--- config.mk ---
export PLATFORM = sky130hd
export DESIGN_NAME = gpio_top
export DESIGN_NICKNAME = d
export VERILOG_FILES = /design/src/logic/gpio_pkg.sv /design/src/logic/gpio_apb_regs.sv /design/src/logic/gpio_in_sync.sv /design/src/logic/la_iobidir.sv /design/src/logic/gpio_top.sv
export SDC_FILE = /design/constraint.sdc
export NUM_CORES = 1
export LEC_CHECK = 0
export BUFFER_PORTS_ARGS = -buffer_cell sky130_fd_sc_hd__buf_2
export CELL_PAD_IN_SITES_DETAIL_PLACEMENT = 1
export CELL_PAD_IN_SITES_GLOBAL_PLACEMENT = 1
export CORE_MARGIN = 5
export CORE_UTILIZATION = 40
export CTS_CLUSTER_DIAMETER = 100
export DETAILED_ROUTE_END_ITERATION = 8
export PLACE_DENSITY = 0.73
export SLEW_MARGIN = 0
export SYNTH_ARGS = -nofsm -noshare
export SYNTH_HDL_FRONTEND = slang
export SYNTH_HIERARCHICAL = 1
export SYNTH_SLANG_ARGS = --single-unit
--- constraint.sdc ---
create_clock -name clk -period 3.03 [get_ports clk]
set_input_delay 0.4545 -clock clk [delete_from_list [all_inputs] [get_ports clk]]
set_output_delay 0.4545 -clock clk [all_outputs]
set_load 0.05 [all_outputs]
--- src/logic/gpio_pkg.sv ---
`default_nettype none

package gpio_pkg;

    localparam int NPINS  = 8;                  // pins in the block
    localparam int PIN_W  = $clog2(NPINS);      // pin index width
    localparam int APB_AW = 8;                  // apb address width
    localparam int APB_DW = 32;                 // apb data width
    localparam int CFG_W  = 16;                 // pad config word width

    // register map, byte offsets
    localparam logic [APB_AW-1:0] REG_DOUT     = 8'h00;  // output value
    localparam logic [APB_AW-1:0] REG_OE       = 8'h04;  // output enable
    localparam logic [APB_AW-1:0] REG_IE       = 8'h08;  // input enable
    localparam logic [APB_AW-1:0] REG_PE       = 8'h0C;  // pull enable
    localparam logic [APB_AW-1:0] REG_PS       = 8'h10;  // pull select, 1 = up
    localparam logic [APB_AW-1:0] REG_DIN      = 8'h14;  // synced input, read only
    localparam logic [APB_AW-1:0] REG_IRQ_STAT = 8'h18;  // rising edge status, w1c
    localparam logic [APB_AW-1:0] REG_IRQ_MASK = 8'h1C;  // irq enable per pin
    localparam logic [APB_AW-1:0] REG_CFG0     = 8'h20;  // pin 0 config word
    // first offset past the config words
    localparam logic [APB_AW-1:0] REG_CFG_END  = REG_CFG0 + APB_AW'(4 * NPINS);

    // pad config word, bit 0 is hold_n
    typedef struct packed {
        logic [2:0] dm;          // drive mode, stored only
        logic       analog_pol;  // stored only
        logic       analog_sel;  // stored only
        logic       analog_en;   // stored only
        logic       hold_ovr;    // stored only
        logic [5:0] rsvd;        // supply / trip bits, stored only
        logic       enable_inp;  // stored only
        logic       enable;      // 0 = cell never drives
        logic       hold_n;      // 0 = freeze out and oe
    } pad_cfg_t;

    localparam pad_cfg_t CFG_RESET = 16'h0003;  // hold_n and enable set

    // drive from the board side of one pad
    typedef struct packed {
        logic en;   // external side drives
        logic val;  // driven value
    } pad_ext_t;

    // what the pad shows after resolution
    typedef struct packed {
        logic level;  // resolved pad level
        logic clash;  // core and external fight
    } pad_obs_t;

    typedef struct packed {
        logic              psel;
        logic              penable;
        logic              pwrite;
        logic [APB_AW-1:0] paddr;
        logic [APB_DW-1:0] pwdata;
    } apb_req_t;

    typedef struct packed {
        logic [APB_DW-1:0] prdata;
        logic              pready;   // tied high, no wait states
        logic              pslverr;
    } apb_rsp_t;

endpackage

`default_nettype wire

--- src/logic/gpio_apb_regs.sv ---
`timescale 1ns/1ps
`default_nettype none

module gpio_apb_regs (
    input  logic                                     clk,
    input  logic                                     rst,
    input  gpio_pkg::apb_req_t                       apb_req,
    output gpio_pkg::apb_rsp_t                       apb_rsp,
    input  logic [gpio_pkg::NPINS-1:0]               din,   // synchronized pad level
    input  logic [gpio_pkg::NPINS-1:0]               rise,  // one cycle edge pulse
    output logic [gpio_pkg::NPINS-1:0]               dout,
    output logic [gpio_pkg::NPINS-1:0]               oe,
    output logic [gpio_pkg::NPINS-1:0]               ie,
    output logic [gpio_pkg::NPINS-1:0]               pe,
    output logic [gpio_pkg::NPINS-1:0]               ps,
    output gpio_pkg::pad_cfg_t [gpio_pkg::NPINS-1:0] cfg,
    output logic                                     irq
);
    import gpio_pkg::*;

    logic              access;     // access phase, pready always high
    logic              aligned;
    logic              cfg_hit;    // offset inside config window
    logic [PIN_W-1:0]  cfg_idx;
    logic              map_hit;    // any mapped offset
    logic              err;
    logic              wr;         // write that commits on this edge
    logic [NPINS-1:0]  wdata;
    logic [NPINS-1:0]  stat;       // sticky rising edge status
    logic [NPINS-1:0]  mask;
    logic [NPINS-1:0]  stat_clr;
    logic [APB_DW-1:0] rd_data;

    assign access  = apb_req.psel & apb_req.penable;
    assign aligned = (apb_req.paddr[1:0] == 2'b00);
    assign cfg_hit = aligned && (apb_req.paddr >= REG_CFG0) && (apb_req.paddr < REG_CFG_END);
    assign cfg_idx = PIN_W'((apb_req.paddr - REG_CFG0) >> 2);
    assign map_hit = cfg_hit || (aligned && (apb_req.paddr <= REG_IRQ_MASK));
    assign err     = access & (~map_hit | (apb_req.pwrite & (apb_req.paddr == REG_DIN)));
    assign wr      = access & apb_req.pwrite & ~err;  // erroring write is dropped
    assign wdata   = apb_req.pwdata[NPINS-1:0];

    assign stat_clr = (wr && apb_req.paddr == REG_IRQ_STAT) ? wdata : '0;

    // control registers
    always_ff @(posedge clk) begin
        if (rst) begin
            dout <= '0;
            oe   <= '0;  // all pads hi-z out of reset
            ie   <= '1;
            pe   <= '0;
            ps   <= '0;
            mask <= '0;
        end else if (wr && !cfg_hit) begin
            case (apb_req.paddr)
                REG_DOUT:     dout <= wdata;
                REG_OE:       oe   <= wdata;
                REG_IE:       ie   <= wdata;
                REG_PE:       pe   <= wdata;
                REG_PS:       ps   <= wdata;
                REG_IRQ_MASK: mask <= wdata;
                default:      ;  // din and stat handled elsewhere
            endcase
        end
    end

    // per pin config words
    always_ff @(posedge clk) begin
        if (rst) begin
            for (int i = 0; i < NPINS; i++) begin
                cfg[i] <= CFG_RESET;
            end
        end else if (wr && cfg_hit) begin
            cfg[cfg_idx] <= pad_cfg_t'(apb_req.pwdata[CFG_W-1:0]);
        end
    end

    // status: set wins over clear
    always_ff @(posedge clk) begin
        if (rst) begin
            stat <= '0;
            irq  <= 1'b0;
        end else begin
            stat <= (stat & ~stat_clr) | rise;
            irq  <= |(stat & mask);  // one cycle behind status
        end
    end

    // read mux
    always_comb begin
        rd_data = '0;
        if (cfg_hit) begin
            rd_data = {{(APB_DW-CFG_W){1'b0}}, cfg[cfg_idx]};
        end else begin
            case (apb_req.paddr)
                REG_DOUT:     rd_data = APB_DW'(dout);
                REG_OE:       rd_data = APB_DW'(oe);
                REG_IE:       rd_data = APB_DW'(ie);
                REG_PE:       rd_data = APB_DW'(pe);
                REG_PS:       rd_data = APB_DW'(ps);
                REG_DIN:      rd_data = APB_DW'(din);
                REG_IRQ_STAT: rd_data = APB_DW'(stat);
                REG_IRQ_MASK: rd_data = APB_DW'(mask);
                default:      rd_data = '0;
            endcase
        end
    end

    assign apb_rsp.prdata  = (access && !apb_req.pwrite) ? rd_data : '0;
    assign apb_rsp.pready  = 1'b1;
    assign apb_rsp.pslverr = err;

endmodule

`default_nettype wire

--- src/logic/gpio_in_sync.sv ---
`timescale 1ns/1ps
`default_nettype none

module gpio_in_sync (
    input  logic                       clk,
    input  logic                       rst,
    input  logic [gpio_pkg::NPINS-1:0] z,     // async pad levels, ie applied
    output logic [gpio_pkg::NPINS-1:0] din,   // synchronized level
    output logic [gpio_pkg::NPINS-1:0] rise   // 0 -> 1 pulse, one cycle
);

    logic [gpio_pkg::NPINS-1:0] meta;   // first stage, may go metastable
    logic [gpio_pkg::NPINS-1:0] sync;   // second stage, safe to use
    logic [gpio_pkg::NPINS-1:0] prev;   // last cycle's sync value

    always_ff @(posedge clk) begin
        if (rst) begin
            meta <= '0;
            sync <= '0;
            prev <= '0;
        end else begin
            meta <= z;
            sync <= meta;
            prev <= sync;  // edge reference
        end
    end

    assign din  = sync;
    assign rise = sync & ~prev;  // high only on the first cycle at one

endmodule

`default_nettype wire

--- src/logic/la_iobidir.sv ---
`timescale 1ns/1ps
`default_nettype none

module la_iobidir (
    input  logic               clk,
    input  logic               rst,
    // core side
    input  logic               a,     // value to drive out
    output logic               z,     // level back to core
    input  logic               ie,    // input enable, 1 = active
    input  logic               oe,    // output enable, 1 = active
    input  logic               pe,    // pull enable
    input  logic               ps,    // pull select, 1 = up, 0 = down
    input  gpio_pkg::pad_cfg_t cfg,   // pad config word
    // board side
    input  gpio_pkg::pad_ext_t ext,   // external driver
    output gpio_pkg::pad_obs_t pad    // resolved level and clash
);

    logic a_hold;   // frozen copy of a
    logic oe_hold;  // frozen copy of oe
    logic keep;     // bus keeper, last resolved level
    logic a_eff;
    logic oe_eff;
    logic drive;    // core actually drives the pad
    logic level;

    // copies track the live inputs until hold_n drops
    always_ff @(posedge clk) begin
        if (rst) begin
            a_hold  <= 1'b0;
            oe_hold <= 1'b0;
            keep    <= 1'b0;
        end else begin
            if (cfg.hold_n) begin
                a_hold  <= a;
                oe_hold <= oe;
            end
            keep <= level;  // keeper follows every edge
        end
    end

    assign a_eff  = cfg.hold_n ? a  : a_hold;
    assign oe_eff = cfg.hold_n ? oe : oe_hold;
    assign drive  = cfg.enable & oe_eff;  // enable low forces hi-z

    // priority: core drive, external, pull, keeper
    always_comb begin
        if (drive) begin
            level = a_eff;
        end else if (ext.en) begin
            level = ext.val;
        end else if (pe) begin
            level = ps;
        end else begin
            level = keep;
        end
    end

    assign pad.level = level;
    assign pad.clash = drive & ext.en & (ext.val != a_eff);  // both sides fight
    assign z         = ie & level;  // input buffer off reads zero

endmodule

`default_nettype wire

--- src/logic/gpio_top.sv ---
`timescale 1ns/1ps
`default_nettype none

module gpio_top (
    input  logic                                     clk,
    input  logic                                     rst,
    input  gpio_pkg::apb_req_t                       apb_req,
    output gpio_pkg::apb_rsp_t                       apb_rsp,
    input  gpio_pkg::pad_ext_t [gpio_pkg::NPINS-1:0] pad_ext,  // board drivers
    output gpio_pkg::pad_obs_t [gpio_pkg::NPINS-1:0] pad,      // resolved pads
    output logic                                     irq
);
    import gpio_pkg::*;

    logic [NPINS-1:0]            dout;
    logic [NPINS-1:0]            oe;
    logic [NPINS-1:0]            ie;
    logic [NPINS-1:0]            pe;
    logic [NPINS-1:0]            ps;
    pad_cfg_t [NPINS-1:0]        cfg;
    logic [NPINS-1:0]            z;     // raw pad levels to sync
    logic [NPINS-1:0]            din;
    logic [NPINS-1:0]            rise;

    gpio_apb_regs regs_i (
        .clk     (clk),
        .rst     (rst),
        .apb_req (apb_req),
        .apb_rsp (apb_rsp),
        .din     (din),
        .rise    (rise),
        .dout    (dout),
        .oe      (oe),
        .ie      (ie),
        .pe      (pe),
        .ps      (ps),
        .cfg     (cfg),
        .irq     (irq)
    );

    gpio_in_sync sync_i (
        .clk  (clk),
        .rst  (rst),
        .z    (z),
        .din  (din),
        .rise (rise)
    );

    // one cell per pin
    for (genvar i = 0; i < NPINS; i++) begin : g_pad
        la_iobidir pad_i (
            .clk (clk),
            .rst (rst),
            .a   (dout[i]),
            .z   (z[i]),
            .ie  (ie[i]),
            .oe  (oe[i]),
            .pe  (pe[i]),
            .ps  (ps[i]),
            .cfg (cfg[i]),
            .ext (pad_ext[i]),
            .pad (pad[i])
        );
    end

endmodule

`default_nettype wire

==> results of run 1 <==
-- sequential cells by signal, indices dropped and copies added, names as in the netlist --
register and flops:
regs_i/cfg 128, g_pad.pad_i/a_hold 8, g_pad.pad_i/keep 8, g_pad.pad_i/oe_hold 8, regs_i/dout 8, regs_i/ie 8, regs_i/mask 8, regs_i/oe 8
regs_i/pe 8, regs_i/ps 8, regs_i/stat 8, sync_i/din 8, sync_i/meta 8, sync_i/prev 8, regs_i/irq 1
-- where the power goes --
group	switching, mW	internal (mW)
Clock	1.28	2.27
Sequential	0.0155	3.09
Combinational	0.327	0.151
Total	1.62	5.52
-- cell type report --
class | instances | area [um2] | area share (%)
inverters | 12 | 45.0 | 0.363
well taps | 335 | 419 | 3.38
multi-input cells | 689 | 5500 | 44.4
clock inverters | 11 | 190 | 1.53
repair buffers | 122 | 764 | 6.17
clock buffers | 38 | 807 | 6.51
flip-flops and latches | 233 | 4660 | 37.6
-- layer usage --
metal	up-vias	wire, um	GRT usage, %	share of wire (%)
li1	3699	-	-	-
met1	3962	12900	24.3	45
met2	154	14300	33.0	50
met3	43	1050	2.79	3.6
met4	0	644	4.16	2.2
met5	-	0	0	0
-- kinds of logic after synthesis --
kind of cell,share of synthesized area (%)
simple gates,16.1
compound gates,6.61
xor+xnor,0.657
mux,27.3
other cells,0.0704
flops,43.7
buf+inv,5.55
-- synthesized netlist by cell type (12+ instances only) --
master | count | area (um2)
dfxtp_1 | 233 | 4660
nor2_1 | 207 | 777
mux2i_1 | 193 | 1930
clkbuf_1 | 46 | 173
mux4_2 | 38 | 856
buf_4 | 31 | 233
nor2b_1 | 31 | 194
a211o_1 | 24 | 210
buf_2 | 20 | 100
nand2_1 | 17 | 63.8
nor2b_2 | 14 | 123
a21oi_1 | 13 | 65.1
nand2b_1 | 12 | 75.1
-- worst paths after layout --
path	slack (ns)	from	to	depth (start not counted)
hold reg to reg	0.44	sync_i/meta[4]	sync_i/din[4]	1
setup / recovery	0.19	apb_req[34]	apb_rsp[6]	6
setup reg to reg	1.57	regs_i/cfg[16]	sync_i/meta[1]	4
hold / removal	0.26	apb_req[0]	regs_i/ie[0]	2
-- metrics by stage --
stage	utilization (%)	worst slack (ns)
2_1_floorplan	-	0.149
3_3_place_gp	43.6	0.252
3_5_place_dp	43.6	0.215
4_1_cts	47.4	0.207
5_1_grt	47.4	0.0654
6_report	47.4	0.192
-- critical path, cell delays in order --
cell and delay, ns:
buf_2 0.42, clkinv_1 0.49, o2bb2ai_1 0.26, a21oi_1 0.10
a221oi_2 0.31, buf_2 0.33
==> impl_metrics.json, run 1 <==
{
  "status": "finished clean",
  "stdcell_count": 1440,
  "avgSynthCellArea_um2": 10.5,
  "path_clk_slew_ns": 0.06,
  "grt_pass1_vias": 8268,
  "synth_edf_count": 0,
  "setup_viol": 0,
  "drive_gt1_share_pct": 23.3,
  "leakagePower_nw": 5.82,
  "fmax_mhz": 352,
  "htreeDepth": 1,
  "hold_violations": 0,
  "postCtsHoldBufs": 0,
  "post_cts_resized": 0,
  "design_area_um2": 12400,
  "synth_area_um2": 10700,
  "fp.dieH_um": 173,
  "final_nets": 1146,
  "dr.pass1.iters": 7,
  "ys_ff_latch": 233,
  "fp.coreArea_um2": 26100,
  "io_pins": 112,
  "via_per_inst": 5.46,
  "hold_path.class": "in2reg",
  "grt_pass1_wl_um": 46200,
  "crit_arrival_ns": 2.38,
  "path_class": "in2out",
  "drtAntennaViolNets": 0,
  "grt_usage_pct": 18.7,
  "initialDrtViolationCount": 346,
  "numCtsBuffers": 27,
  "die_area_um2": 30000,
  "skew_ns": 0.0106,
  "drcViolationCount": 0,
  "cts_buffer_depth": 3,
  "die_w_um": 173,
  "power_mw": 7.14,
  "post-cts-setup-buffer-count": 0,
  "portBuffers": 78,
  "clk_latency_ns": 0.52,
  "yosysSeqAreaShare_pct": 43.7,
  "routed_wl_um": 28900,
  "placed_cell_area_um2": 11400,
  "clock_sinks": 233,
  "maxSlewHeadroom_pct": 56.7,
  "drv_slew": 0,
  "rsz0062_at_grt": "no",
  "min_period_ns": 2.84,
  "cp_max_fo": 17,
  "tns_ns": 0,
  "rows": 59,
  "start_util_pct": 40.8,
  "grt_max_degree": 64,
  "maxCapViolations": 0,
  "vias": 7858,
  "cts_tree": "built",
  "cp-end-kind": "output port",
  "crit_required_ns": 2.58,
  "tightest_slew_ns": 0.650,
  "final_common_cell": "dfxtp_1",
  "antenna_found_initial": 0,
  "whs_ns": 0.261,
  "pwr_density_cell_nw_per_um2": 576,
  "place_inst": 1391,
  "clockRootBuffer": "clkbuf_16",
  "synth_cells": 1021,
  "dp_hpwl_um": 19400,
  "synth_warnings": 6,
  "start_kind": "input port",
  "grt.overflow.total": 0,
  "async_reset_ff_share_pct": 0,
  "area_growth_pct": 16.1,
  "place_congestion": 0.826,
  "fillers": 2902,
  "ir_worst_vdd_v": 0.000449,
  "fin_crit_sh_pct": 93.7,
  "ys.flop_type": "dfxtp_1",
  "wl_per_cell_um": 20.1,
  "final_cell_mix": "dfxtp_1 (233), nor2_1 (207), mux2i_1 (193)",
  "antennaDiodeCount": 0,
  "synthDistinctLibCells": 51
}
No activity file was read; power rests on OpenSTA's default activity.
==> run 2, diff against run 1 <==
==> constraint.sdc (replaced) <==
create_clock -name clk -period 3.03 [get_ports clk]
set_input_delay 0.4545 -clock clk [delete_from_list [all_inputs] [get_ports clk]]
set_output_delay 0.4545 -clock clk [all_outputs]
set_load 0.005 [all_outputs]
==> run 2 against run 1 <==
Against the previous run: fmax is 2.7% higher; global-route usage decreased by 0.11 points; critical path depth unchanged; register-to-register slack worse by 0.04 ns; first-iteration DRC count rose by 47%; clock power fell by 18%; critical path type unchanged; cell area shrank 2.0%; cell count down 0.83%; count of clock-buffer cells in the layout is 1 higher; routed wire length shrank 0.34%; non-clock buffer count fell by 6.
==> impl_metrics.json, run 2 (synthesis gave the netlist of run 1 again) <==
{
  "status": "finished clean",
  "dr.pass1.iters": 5,
  "antenna_found_initial": 0,
  "largest_register_ffs": 128,
  "hp-start": "apb_req[0]",
  "area_growth_pct": 13.8,
  "setup_slack_ns": 0.267,
  "maxSlewHeadroom_pct": 48.1,
  "rr_worst_depth": 4,
  "crit_required_ns": 2.58,
  "grt_util_met2_pct": 31.0,
  "clockRootBuffer": "clkbuf_16",
  "drtAntennaViolNets": 0,
  "final_common_cell": "dfxtp_1",
  "rrSetupSlack_ns": 1.53,
  "grt_usage_pct": 18.6,
  "grt_util_met3_pct": 2.73,
  "fmax_mhz": 362,
  "postCtsHoldBufs": 0,
  "dp_hpwl_um": 19200,
  "start_kind": "input port",
  "busiest_layer": "met2",
  "portBuffers": 78,
  "whs_ns": 0.257,
  "skew_ns": 0.0113,
  "cts_buffer_depth": 3,
  "tightest_slew_ns": 0.779,
  "drcViolationCount": 0,
  "io_pins": 112,
  "final_nets": 1138,
  "via_per_inst": 5.45,
  "htreeDepth": 1,
  "routed_wl_um": 28800,
  "cts_tree": "built",
  "drv_slew": 0,
  "die_area_um2": 30000,
  "crit_arrival_ns": 2.31,
  "hold_end": "regs_i/ie[0]",
  "fp.coreArea_um2": 26100,
  "hold_path.class": "in2reg",
  "stdcell_count": 1428,
  "power_mw": 6.44,
  "cp-end-kind": "output port",
  "ir_worst_vdd_v": 0.000329,
  "min_period_ns": 2.76,
  "post-place-ws_ns": 0.312,
  "numCtsBuffers": 25,
  "path_clk_slew_ns": 0.06,
  "grt_pass1_vias": 8000,
  "use_met1_pct": 25.8,
  "post_cts_resized": 0,
  "start_util_pct": 40.8,
  "pwr_density_cell_nw_per_um2": 531,
  "initialDrtViolationCount": 507,
  "r2r_end": "sync_i/meta[4]",
  "leakagePower_nw": 5.69,
  "grt.overflow.total": 0,
  "fin_crit_sh_pct": 91.2,
  "rows": 59,
  "vias": 7776,
  "wl_per_cell_um": 20.2,
  "rsz0062_at_grt": "no",
  "tns_ns": 0,
  "r2r-start": "regs_i/cfg[64]",
  "fp.dieH_um": 173,
  "post-cts-setup-buffer-count": 0,
  "final_cell_mix": "dfxtp_1 (233), nor2_1 (207), mux2i_1 (193)",
  "place_inst": 1385,
  "clock_sinks": 233,
  "antennaDiodeCount": 0,
  "clk_latency_ns": 0.53,
  "maxCapViolations": 0,
  "place_congestion": 0.844,
  "setup_viol": 0,
  "grt_pass1_wl_um": 46100,
  "whs_path_depth": 2,
  "grt_max_degree": 94,
  "hold_violations": 0,
  "regMostFlops": "regs_i/cfg",
  "cp_max_fo": 6,
  "drive_gt1_share_pct": 21.4,
  "die_w_um": 173,
  "path_class": "in2out"
}
run 2: cell count changes in the layout (fill, tap and decap cells not counted), sizes merged:
cell	before	now
clkinvlp	1	0
clkinv	7	5
clkbuf	38	39
bufinv	5	1
buf	122	116
run 2: power breakdown:
part           total [mW]  switching (mW)  internal, mW
logic               0.400           0.249         0.150
clock network        2.93            1.21          1.72
registers            3.11          0.0149          3.09
run 2: how the worst max path moves through the flow:
stage	cells after the start	end	startpoint
after floorplan	6	apb_rsp[3]	apb_req[38]
after global placement	6	apb_rsp[3]	apb_req[38]
after detailed placement	6	apb_rsp[3]	apb_req[38]
after CTS	6	apb_rsp[2]	apb_req[34]
after global routing	6	apb_rsp[6]	apb_req[34]
final	6	apb_rsp[3]	apb_req[38]
run 2: routing by layer:
metal | up-vias | share of wire (%)
met5 | - | 0
met3 | 43 | 3.8
li1 | 3678 | -
met4 | 0 | 2.1
met2 | 169 | 47
met1 | 3886 | 47
run 2: area by class of cell:
class	count	area (um2)
tap	335	419
timing repair buffer	116	757
clock inverter	4	48.8
inverter	12	45.0
sequential	233	4660
clock buffer	39	728
fill	2924	14000
multi-input combinational	689	5480
run 2: per-stage QoR:
step / cell area [um2] / utilization [%]
after floorplan: 10700 / -
after global placement: 11400 / 43.5
after detailed placement: 11400 / 43.5
after CTS: 12100 / 46.5
after global routing: 12100 / 46.5
final: 12100 / 46.5
run 2: critical path, cell delays in order:
cell and delay [ns]:
buf_2 0.11, or4_4 0.56, or3_1 0.47, or3_1 0.38, o21ai_0 0.15, buf_2 0.18
==> run 3, diff against run 2 <==
- ABC_AREA: unset -> 1
- PLACE_DENSITY: 0.73 -> 0.8
==> run 3 against run 2 <==
Against the previous run: total power is 6.9% higher; sequential power is essentially flat; count of clock-buffer cells in the layout increased by 2; largest cell class unchanged.
==> impl_metrics.json, run 3 <==
{
  "drive_gt1_share_pct": 12.5,
  "final_cell_mix": "nor2_1 (511), nand2_1 (347), nand3_1 (286)",
  "whs_ns": 0.195,
  "hold_violations": 0,
  "min_period_ns": 2.82,
  "synth_warnings": 6,
  "drcViolationCount": 0,
  "synth_top_area_share_pct": 40.3,
  "synth_edf_count": 0,
  "wl_met2_um": 19800,
  "grt_max_degree": 58,
  "path_clk_slew_ns": 0.06,
  "status": "finished clean",
  "cts_tree": "built",
  "postCtsHoldBufs": 0,
  "numCtsBuffers": 28,
  "synth_fa_ha_area_share_pct": 0,
  "highest_layer": "met4",
  "hold_path.class": "in2reg",
  "maxCapViolations": 0,
  "drv_slew": 0,
  "post-cts-setup-buffer-count": 0,
  "die_w_um": 180,
  "cp-end-kind": "output port",
  "clockRootBuffer": "clkbuf_16",
  "pwr_density_cell_nw_per_um2": 524,
  "grt_pass1_vias": 12200,
  "place_congestion": 0.898,
  "dr.pass1.iters": 5,
  "initialDrtViolationCount": 755,
  "fp.coreArea_um2": 28600,
  "portBuffers": 78,
  "finish.utilization_pct": 45.9,
  "path_class": "in2out",
  "synth_cells": 1790,
  "antenna_found_initial": 0,
  "wl_met3_um": 2100,
  "cts_buffer_depth": 3,
  "leakagePower_nw": 6.01,
  "cp_max_fo": 6,
  "register_area_um2": 4660,
  "start_util_pct": 40.4,
  "clk_latency_ns": 0.54,
  "routed_wl_um": 40500,
  "clock_sinks": 233,
  "grt_pass1_wl_um": 64800,
  "synth_area_um2": 11600,
  "skew_ns": 0.0146,
  "crit_arrival_ns": 2.36,
  "io_pins": 112,
  "synth_top_family_by_area": "simple AND/OR/NAND/NOR gates",
  "fmax_mhz": 355,
  "yosysTopAreaCell": "dfxtp_1",
  "tightest_slew_ns": 0.720,
  "fin_crit_sh_pct": 92.9,
  "synthSimpleGateAreaFrac_pct": 43.8,
  "ys_ff_latch": 233,
  "drtAntennaViolNets": 0,
  "area_growth_pct": 13.4,
  "avgSynthCellArea_um2": 6.47,
  "multi_input_comb_area_um2": 5690,
  "start_kind": "input port",
  "synth_common_cells": "nor2_1 (512), nand2_1 (347), nand3_1 (286)",
  "grt.overflow.total": 0,
  "antennaDiodeCount": 0,
  "fp.dieH_um": 180,
  "final_nets": 1901,
  "wl_met1_um": 17500,
  "tns_ns": 0,
  "largest_register_ffs": 128,
  "final_common_cell": "nor2_1",
  "maxSlewHeadroom_pct": 52.0,
  "post_cts_resized": 0,
  "synth_compound_area_share_pct": 4.19,
  "vias": 11700,
  "synthXorXnorAreaFrac_pct": 0.605,
  "yosysMostFrequentCell": "nor2_1",
  "wl_per_cell_um": 18.1,
  "yosys-top-cells-area": "dfxtp_1 (40%), nor2_1 (17%), nand3_1 (12%)",
  "synthMuxAreaShare_pct": 0,
  "rows": 62,
  "rsz0062_at_grt": "no",
  "regMostFlops": "regs_i/cfg",
  "fillers": 3819,
  "via_per_inst": 5.23,
  "setup_viol": 0,
  "ys.flop_type": "dfxtp_1",
  "ir_worst_vdd_v": 0.000373,
  "htreeDepth": 1,
  "yosysSeqAreaShare_pct": 40.3,
  "grt_usage_pct": 24.1,
  "crit_required_ns": 2.58,
  "synthDistinctLibCells": 39,
  "power_mw": 6.89,
  "async_reset_ff_share_pct": 0,
  "dp_hpwl_um": 27200,
  "die_area_um2": 32400
}
-- run 3: report_power, final --
group	leakage (nW)	internal, mW	switching (mW)	total, mW
Clock	0.437	1.90	1.32	3.22
Sequential	1.88	3.09	0.0162	3.11
Combinational	3.69	0.159	0.395	0.554
Total	6.01	5.15	1.73	6.89
-- run 3: final timing paths --
check	startpoint	endpoint	slack [ns]	depth (start not counted)
min	apb_req[4]	regs_i/ie[4]	0.20	3
max reg2reg	regs_i/cfg[96]	sync_i/meta[6]	1.73	7
min reg2reg	sync_i/meta[1]	sync_i/din[1]	0.41	2
max	apb_req[33]	apb_rsp[16]	0.21	7
-- run 3: through the flow --
step	cells	area [um2]	setup slack (ns)
after global routing	2242	13100	0.0755
after global placement	2194	12300	0.300
after detailed placement	2194	12300	0.296
after CTS	2242	13100	0.260
after floorplan	1805	11600	0.886
final	2242	13100	0.214
-- run 3: per-layer routing --
metal,global-route usage (%),vias to the layer above
met5,0,-
met4,6.44,0
met3,3.15,69
met2,42.8,308
met1,31.0,5681
li1,-,5664
-- run 3: layout make-up --
| cell class | count | share of cell area [%] |
|---|---|---|
| clock buffer | 41 | 6.40 |
| inverter | 152 | 4.38 |
| clock inverter | 7 | 0.286 |
| timing repair buffer | 122 | 6.44 |
| multi-input combinational | 1303 | 43.3 |
| tap | 384 | 3.66 |
| sequential | 233 | 35.5 |
-- run 3: cell families after synthesis --
logic type	after synthesis
buffers and inverters	269
AND/OR/NAND/NOR	1198
flip-flops	233
XOR/XNOR	8
other	2
AO/OA/AOI/OAI	80
-- run 3: critical path: stages --
cell	delay, ns
buf_2	0.10
nor2_1	0.39
nand3_1	0.20
nor2_1	0.47
o21ai_0	0.22
a31oi_1	0.33
buf_2	0.19
